[src/verilog/quant_settings.svh]
`ifndef QUANT_SETTINGS_SVH
`define QUANT_SETTINGS_SVH

// number of 32-bit columns in one input beat
`define QUANT_COLS 16

// width of one column of the input beat
`define QUANT_COL_WIDTH 32

// width of one integer lane, and also of the float held in a column's low half
`define QUANT_LANE_WIDTH 16

// two integer lanes per column
`define QUANT_LANES 32

// input beat from the write-back buffer, output beat towards the stream sink
`define QUANT_IN_WIDTH 512
`define QUANT_OUT_WIDTH 256

// register stages between a scaler operand and its 8-bit result
`define QUANT_SCALE_LAT 2

`endif

[src/verilog/quant_pkg.sv]
`include "quant_settings.svh"

package quant_pkg;

    // whole beats on either side of the quantizer
    typedef logic [`QUANT_IN_WIDTH-1:0] in_beat_t;
    typedef logic [`QUANT_OUT_WIDTH-1:0] out_beat_t;

    // one integer partial sum and one half-precision float
    typedef logic signed [`QUANT_LANE_WIDTH-1:0] psum_t;
    typedef logic [`QUANT_LANE_WIDTH-1:0] fp16_t;

    // shared scaling factor, mantissa times 2^-exp
    typedef logic [15:0] sf_man_t;
    typedef logic [4:0] sf_exp_t;

    // float mantissa with its hidden one, in two's complement
    typedef logic signed [8:0] lane_man_t;

    // a signed 16-bit operand times a 16-bit unsigned mantissa needs 33 bits
    typedef logic signed [32:0] prod_t;

    typedef logic signed [7:0] qbyte_t;

    // int8 to fp16 has no datapath here, so its output stays silent
    typedef enum logic [1:0] {
        mode_int8_int8 = 2'b00,
        mode_int8_fp16 = 2'b01,
        mode_fp16_int8 = 2'b10,
        mode_fp16_fp16 = 2'b11
    } quant_mode_t;

endpackage

[src/verilog/quant_output_stage.sv]
`timescale 1ns/1ps

`include "quant_settings.svh"

module quant_output_stage (
    input  logic                   clk,
    input  logic                   rst_n,
    input  quant_pkg::quant_mode_t quant_mode,
    input  quant_pkg::in_beat_t    in_data,
    input  logic                   in_valid,
    input  logic                   in_last,
    input  quant_pkg::out_beat_t   scaled_data,
    output quant_pkg::out_beat_t   out_data,
    output logic                   out_valid,
    output logic                   out_last
);
    import quant_pkg::*;

    logic [`QUANT_SCALE_LAT-1:0] valid_dly;
    logic [`QUANT_SCALE_LAT-1:0] last_dly;
    out_beat_t                   pass_data;
    logic                        scaled_valid;
    logic                        scaled_last;

    // valid and last follow the scaler pipeline so they meet their data
    always_ff @(posedge clk) begin
        if (!rst_n) begin
            valid_dly <= '0;
            last_dly  <= '0;
        end else begin
            valid_dly <= {valid_dly[`QUANT_SCALE_LAT-2:0], in_valid};
            last_dly  <= {last_dly[`QUANT_SCALE_LAT-2:0], in_last};
        end
    end

    assign scaled_valid = valid_dly[`QUANT_SCALE_LAT-1];
    assign scaled_last  = last_dly[`QUANT_SCALE_LAT-1];

    // fp16 pass-through keeps the low half of every column,
    // column c lands at bits 16c+15:16c
    for (genvar c = 0; c < `QUANT_COLS; c++) begin : g_pass
        assign pass_data[c*`QUANT_LANE_WIDTH +: `QUANT_LANE_WIDTH] =
            in_data[c*`QUANT_COL_WIDTH +: `QUANT_LANE_WIDTH];
    end

    // the flags of the output register
    always_ff @(posedge clk) begin
        if (!rst_n) begin
            out_valid <= 1'b0;
            out_last  <= 1'b0;
        end else begin
            case (quant_mode)
                mode_int8_int8, mode_fp16_int8: begin
                    out_valid <= scaled_valid;
                    out_last  <= scaled_last;
                end
                mode_fp16_fp16: begin
                    out_valid <= in_valid;
                    out_last  <= in_last;
                end
                default: begin
                    // int8 to fp16 produces nothing
                    out_valid <= 1'b0;
                    out_last  <= 1'b0;
                end
            endcase
        end
    end

    // the data half of the output register
    always_ff @(posedge clk) begin
        case (quant_mode)
            mode_int8_int8, mode_fp16_int8: out_data <= scaled_data;
            mode_fp16_fp16:                 out_data <= pass_data;
            default:                        out_data <= '0;
        endcase
    end

endmodule

[config.mk]
export PLATFORM = sky130hd
export DESIGN_NAME = quant_output_stage
export DESIGN_NICKNAME = d
export VERILOG_FILES = /design/src/verilog/quant_pkg.sv /design/src/verilog/quant_output_stage.sv
export VERILOG_INCLUDE_DIRS = /design/src /design/src/verilog
export SDC_FILE = /design/constraint.sdc
export NUM_CORES = 1
export LEC_CHECK = 0
export BUFFER_PORTS_ARGS = -buffer_cell sky130_fd_sc_hd__buf_2
export CORE_AREA = 10 10 395 397
export CTS_CLUSTER_SIZE = 12
export DETAILED_ROUTE_END_ITERATION = 6
export DIE_AREA = 0 0 405 407
export HOLD_SLACK_MARGIN = 0.12
export PLACE_DENSITY = 0.3
export SETUP_SLACK_MARGIN = 0.2
export SLEW_MARGIN = 20
export SYNTH_ARGS = -nofsm -noshare
export SYNTH_HDL_FRONTEND = slang
export SYNTH_SLANG_ARGS = --single-unit
[constraint.sdc]
create_clock -name clk -period 1.9 [get_ports clk]
set_input_delay 0.19 -clock clk [delete_from_list [all_inputs] [get_ports clk]]
set_output_delay 0.19 -clock clk [all_outputs]
set_load 0.05 [all_outputs]
==> summary.md, run 1 <==
| Metric | Value |
|---|---|
| Outcome | `finished, final reports clean` |
| Capturing element type of the critical path | `output pin` |
| Kind of cell adding the most delay to the critical path | `buffers and inverters` |
| Drt first pass iters | `4` |
| Routability-driven placement congestion ratio | `0.774` |
| Total wire length after detailed routing | `~74,000 µm` |
| Net total in the final layout | `2,662` |
| Number of CTS-inserted buffers | `35` |
| Remaining DRCs | `0` |
| Number of antenna violations at the first check in global routing | `72` |
| Total die area | `0.165 mm²` |
| Path type of the worst setup path | `flop to output pin` |
| Beginning of the worst register-to-register path | `last_dly[1]$_SDFF_PN0_` |
| Largest cells by area after synthesis | `dfxtp_1, a22o_1, buf_6` |
| # Post-CTS Setup Buffers | `0` |
| Most frequent cell after synthesis | `dfxtp_1` |
| CTS clk-pin slew, worst paths | `0.07 ns` |
| Worst hold slack | `about 0.37 ns` |
| Portion of the post-synthesis area used by sequential elements | `0.657` |
| Vias | `around 11,000` |
| VDD IR max | `roughly 0.6 mV` |
| Launching element of the worst setup path | `out_data[250]$_DFF_P_` |
| Final worst path period share | `0.796` |
| Class of the tightest hold or removal check | `input pin to flop` |
| CTS root buffer | `clkbuf_16` |
| Final slew viol count | `0` |
| Number of sinks on the clock net | `262` |
| Half-perimeter wire length of the detailed placement result | `~63,000 µm` |
| TritonCTS clock tree | `done` |
| Synth warn | `0` |
| Horizontal extent of the die | `405 µm` |
| Max-slew headroom at the worst pin | `0.646` |
| Transition time of the tightest slew-check pin | `~0.53 ns` |
| CP Capture Point | `out_data[250]` |
| Setup repair after global routing missed its margin | `no` |
| Quantity of I/O buffers inserted on ports | `roughly 780` |
| Fraction of synthesized cell area taken by the top area cell type | `0.657` |
| Cell area after synthesis | `approximately 0.0080 mm²` |
| Max-cap check violation count | `0` |
| Layout area overhead | `158%` |
| Synth Flop Type | `dfxtp_1` |
| Vias per inst | `2.77` |
| Hold depth | `3` |
| Largest buffer count on any clock path | `3` |
| Clock insertion delay at the later pin of the skew report | `between 0.5 and 0.6 ns` |
| Routed length per instance | `about 19 µm` |
| Number of storage elements in the synthesis netlist | `around 260` |
| Synth cell count leaders | `dfxtp_1, a22o_1, buf_2, buf_6` |
| Total count of hold-check failures in the final report | `0` |
| Number of top-level pins | `between 1,000 and 1,500` |
| Critical path, cell by cell | `buf_2` |
| Via count of the first global-routing pass | `approximately 11,000` |
| Delay of the slowest cell on the worst path | `roughly 0.42 ns` |
| Netlist cell types | `8` |
| Total of hold buffers inserted after clock tree synthesis | `~520` |
| Arrival time of the worst setup path | `roughly 1.3 ns` |
| Mean instance size in the synthesized netlist | `approximately 14 µm²` |
| Reg2reg end | `out_last$_SDFF_PN0_` |
| Setup total negative slack | `0 ns` |
| Proportion of synthesized flip-flops having asynchronous set or reset | `0` |
| Total nets after synthesis | `1,357` |
| Pin count of the biggest net entering global routing | `52` |
| Wire length of the first global-routing pass | `around 97,000 µm` |
| Launching element type of the critical path | `flop` |
| Initial core utilization | `0.0541` |
| Fillers | `about 17,000` |
| Die Span Y | `approximately 400 µm` |
| Grt ovf | `0` |
| Cts repair resizes | `0` |
| Leakage power figure | `between 9 and 10 nW` |
| First DRT Iteration DRCs | `396` |
| Slowest library cell on the worst path | `buf_2` |
| Power per unit of standard cell area | `around 840 mW/mm²` |
| Gate count of the mapped netlist | `around 580` |
| Number of nets with antenna violations after detailed routing | `0` |
| Number of standard-cell rows in the floorplan | `141` |
| Top cell type by total area after synthesis | `dfxtp_1` |
| Top achievable clock speed | `between 600 and 700 MHz` |
| Clock H-tree levels | `2` |
| WP buf/inv | `1` |
| Final Total Pwr | `~0.017 W` |
| Required time worst endpoint | `1.71 ns` |
| FF-to-FF setup slack | `between 1 and 1.5 ns` |
| Count of flip-flops with a built-in enable after synthesis | `0` |
| Layout cells sized above 1 | `0.452` |
| Overall Global Routing Usage | `0.0849` |
| Period minus WS final | `approximately 1.5 ns` |
| Final setup skew | `0.000594 ns` |
| Logic depth of the worst path, buffers included | `1` |
| Final setup viols | `0` |
| Crit-path max FO | `1` |
| Worst r2r path cells | `1` |
| Core ar. | `between 0.1 and 0.15 mm²` |
## final cells by class
| type | count | area (µm²) | area share |
|---|---|---|---|
| inverter | 1 | 11.3 | 0.000547 |
| clock buffer | 54 | 1070 | 0.0519 |
| antenna | 11 | 27.5 | 0.00134 |
| multi-input combinational | 263 | 2300 | 0.112 |
| tap | 1930 | 2410 | 0.117 |
| sequential | 262 | 5250 | 0.255 |
| clock inverter | 9 | 114 | 0.00553 |
| timing repair buffer | 1325 | 9410 | 0.457 |
## flip-flops by register name (all words and copies together), names as in the netlist
name	flops
valid_dly	2
last_dly	2
out_last	1
out_data	256
out_valid	1
## how the worst min path moves through the flow
stage	start	endpoint	slack [ns]
after floorplan	in_data[490]	out_data[250]$_DFF_P_	0.31
after global placement	in_data[172]	out_data[92]$_DFF_P_	0.40
after detailed placement	in_data[161]	out_data[81]$_DFF_P_	0.40
after CTS	scaled_data[42]	out_data[42]$_DFF_P_	0.30
after global routing	scaled_data[42]	out_data[42]$_DFF_P_	0.34
final	in_data[495]	out_data[255]$_DFF_P_	0.37
## per-layer routing
layer / global-route usage / vias up / share of wire
met5: 0 / - / 0.00085
met4: 0.0179 / 10 / 0.028
met3: 0.0383 / 157 / 0.11
met2: 0.134 / 713 / 0.44
met1: 0.105 / 4931 / 0.42
li1: - / 4880 / -
## where the power goes
part | total (W) | leakage, nW | internal [W] | switching, W
combinational | 0.00442 | 6.73 | 0.00186 | 0.00256
clock | 0.00692 | 0.584 | 0.00415 | 0.00277
sequential | 0.00603 | 2.20 | 0.00592 | 0.000109
## logic make-up (layout without fill, tap and decap cells)
group | count (synthesis) | after routing | share of synthesized area
simple gates | 5 | 5 | 0.00392
compound gates | 258 | 258 | 0.283
flops | 262 | 262 | 0.657
other cells | 0 | 11 | 0
buf+inv | 58 | 1389 | 0.0558
## metrics by stage
stage / area (µm²) / std cells / setup slack [ns] / util
6_report: 20600 / 3855 / 0.388 / 0.140
3_3_place_gp: 14200 / 3264 / 0.422 / 0.0963
3_5_place_dp: 14200 / 3264 / 0.436 / 0.0963
5_1_grt: 20600 / 3846 / 0.303 / 0.139
2_1_floorplan: 7980 / 583 / 0.897 / -
4_1_cts: 20600 / 3844 / 0.302 / 0.139
## placed cells by master, fill, tap and decap left out
| cell | count |
|---|---|
| clkinv_8 | 1 |
| inv_6 | 1 |
| a22o_1 | 256 |
| clkbuf_1 | 8 |
| a32o_1 | 2 |
| bufinv_16 | 2 |
| clkinv_4 | 1 |
| dfxtp_1 | 262 |
| buf_4 | 24 |
| inv_8 | 1 |
| and2_1 | 4 |
| and2_4 | 1 |
| buf_2 | 775 |
| clkbuf_16 | 36 |
| clkbuf_8 | 10 |
| diode_2 | 11 |
| clkinv_2 | 4 |
| dlygate4sd3_1 | 517 |
| buf_12 | 9 |
Power figures use the tool's default switching activity.
==> run 2, diff against run 1 <==
==> constraint.sdc (replaced) <==
create_clock -name clk -period 1.4 [get_ports clk]
set_input_delay 0.14 -clock clk [delete_from_list [all_inputs] [get_ports clk]]
set_output_delay 0.14 -clock clk [all_outputs]
set_load 0.05 [all_outputs]
==> run 2 against run 1 <==
Net effect:
- worst setup slack worse by 0.24 ns
- sequential share of layout area down 2.0 points
- sequential cell count unchanged
- clock power up 44%
- sequential power up 42%
- via count up 1.0%
- non-clock buffer count up 11
- clock skew about the same
- total power up 48%
- final cell count up 0.21%
- count of clock-buffer cells in the layout unchanged
==> summary.md, run 2 (synthesized netlist as in run 1, its figures left out) <==
| Metric | Value |
|---|---|
| Net total in the final layout | `2,674` |
| Largest registers | `out_data x256, last_dly x2, valid_dly x2` |
| Launch instance of the worst min-delay path | `quant_mode[0]` |
| Remaining DRCs | `0` |
| Max-slew headroom at the worst pin | `0.812` |
| Worst r2r path cells | `1` |
| Final setup skew | `roughly 0.00058 ns` |
| Total count of hold-check failures in the final report | `0` |
| Grt ovf | `0` |
| Half-perimeter wire length of the detailed placement result | `~63,000 µm` |
| Overall Global Routing Usage | `0.0870` |
| Register containing the most flip-flops in the final layout | `out_data` |
| Setup repair after global routing missed its margin | `yes` |
| Path type of the worst setup path | `input pin to flop` |
| Number of CTS-inserted buffers | `36` |
| Top achievable clock speed | `around 800 MHz` |
| Switching power summed over all nets | `~0.0078 W` |
| Clock insertion delay at the later pin of the skew report | `roughly 0.57 ns` |
| Leakage power figure | `a little over 10 nW` |
| Number of sinks on the clock net | `262` |
| CP Capture Point | `out_data[200]$_DFF_P_` |
| Final worst path period share | `0.892` |
| Vias per inst | `2.80` |
| Arrival time of the worst setup path | `~1.7 ns` |
| Class of the tightest hold or removal check | `input pin to flop` |
| Switching Fraction | `0.304` |
| Drt first pass iters | `4` |
| Number of nets with antenna violations after detailed routing | `0` |
| Wire length of the first global-routing pass | `a little under 100,000 µm` |
| Flip-flop count of the largest register after layout | `between 200 and 300` |
| Initial core utilization | `0.0541` |
| Vias | `roughly 11,000` |
| Part of the power in the clock network | `0.387` |
| FF-to-FF setup slack | `0.74 ns` |
| Quantity of I/O buffers inserted on ports | `slightly below 800` |
| Max-cap check violation count | `0` |
| Post-layout utilization of the core | `0.161` |
| Number of top-level pins | `approximately 1,000` |
| First DRT Iteration DRCs | `approximately 500` |
| Launching element of the worst setup path | `quant_mode[0]` |
| Cell internal power dissipation | `roughly 0.018 W` |
| Commonest cells after routing, fill and taps aside | `dlygate4sd3_1, buf_2, a22o_1` |
| Power per unit of standard cell area | `between 1000 and 1500 mW/mm²` |
| Largest buffer count on any clock path | `3` |
| Commonest non-fill, non-tap cell in the layout | `dlygate4sd3_1` |
| Register share of total power | `0.332` |
| Period minus WS final | `approximately 1.2 ns` |
| Required time worst endpoint | `1.84 ns` |
| CTS root buffer | `clkbuf_16` |
| Total wire length after detailed routing | `76,500 µm` |
| Via count of the first global-routing pass | `11,705` |
| Die Span Y | `407 µm` |
| Reg2reg end | `out_valid$_SDFF_PN0_` |
| Core ar. | `roughly 0.15 mm²` |
| Total die area | `around 0.16 mm²` |
| Pin count of the biggest net entering global routing | `41` |
| Capturing element type of the critical path | `flop` |
| Number of standard-cell rows in the floorplan | `about 140` |
| TritonCTS clock tree | `done` |
| Horizontal extent of the die | `405 µm` |
| Setup total negative slack | `0 ns` |
| Beginning of the worst register-to-register path | `valid_dly[1]$_SDFF_PN0_` |
| Transition time of the tightest slew-check pin | `approximately 0.28 ns` |
| Layout cells sized above 1 | `0.588` |
| Routed length per instance | `19.8 µm` |
| Layout area overhead | `198%` |
| Final slew viol count | `0` |
| CTS clk-pin slew, worst paths | `0.06 ns` |
| Clock H-tree levels | `2` |
| Outcome | `finished, final reports clean` |
| Crit-path max FO | `15` |
| Combinational power share | `0.280` |
| VDD IR max | `between 0.6 and 0.7 mV` |
| Routability-driven placement congestion ratio | `about 0.79` |
| Launching element type of the critical path | `input pin` |
| Final setup viols | `0` |
| Number of antenna violations at the first check in global routing | `64` |
## run 2: repair_timing
| action | in CTS | in global routing |
|---|---|---|
| hold endpoints to repair | 262 | 6 |
| endpoints found under the setup margin | 258 | 329 |
| pin swaps | 0 | 1 |
| hold buffers | 518 | 3 |
| resized for setup | 962 | 105 |
| setup buffers | 0 | 3 |
| gates cloned | 0 | 3 |
## run 2: per-stage QoR
step	area (µm²)	std cells	hold WS, ns	total power [W]	worst slack, ns
2_1_floorplan	7980	583	0.261	0.0111	0.447
3_5_place_dp	14300	3268	0.351	0.0130	0.0167
4_1_cts	23400	3851	0.135	0.0261	0.0700
6_report	23800	3863	0.228	0.0257	0.151
5_1_grt	23800	3859	0.195	0.0268	0.0803
3_3_place_gp	14300	3268	0.350	0.0131	0.00709
## run 2: cell type report
class | instances | area, µm²
clock inverters | 11 | 170
well taps | 1930 | 2410
multi-input cells | 263 | 2300
flip-flops and latches | 262 | 5580
fillers | 16394 | 124000
inverters | 1 | 11.3
diodes | 6 | 15.0
clock buffers | 54 | 1080
repair buffers | 1336 | 12200
## run 2: power groups by stage
stage / Sequential, W / Combinational [W] / Clock, W
after CTS: 0.00852 / 0.00711 / 0.0105
after global routing: 0.00859 / 0.00755 / 0.0107
after global placement: 0.00834 / 0.00472 / 0
final: 0.00855 / 0.00720 / 0.00996
after detailed placement: 0.00834 / 0.00470 / 0
after floorplan: 0.0103 / 0.000748 / 0
## run 2: how the worst min path moves through the flow
stage	to	slack, ns	cells after the start
2_1_floorplan	out_data[250]$_DFF_P_	0.26	1
3_3_place_gp	out_data[161]$_DFF_P_	0.35	2
3_5_place_dp	out_data[218]$_DFF_P_	0.35	2
4_1_cts	out_data[44]$_DFF_P_	0.13	3
5_1_grt	out_data[110]$_DFF_P_	0.20	3
6_report	out_data[110]$_DFF_P_	0.23	3
## run 2: routing by layer
layer,track usage,vias up,part of all wire
li1,-,4897,-
met1,0.106,5075,0.42
met2,0.139,683,0.45
met3,0.0420,137,0.11
met4,0.0175,10,0.024
met5,0,-,0.00076
## run 2: worst max-delay path, cell delays in order
cell           delay [ns]
clkbuf_4             0.17
and2_4               0.21
buf_12               0.16
clkbuf_16            0.21
a22o_1               0.17
dlygate4sd3_1        0.56
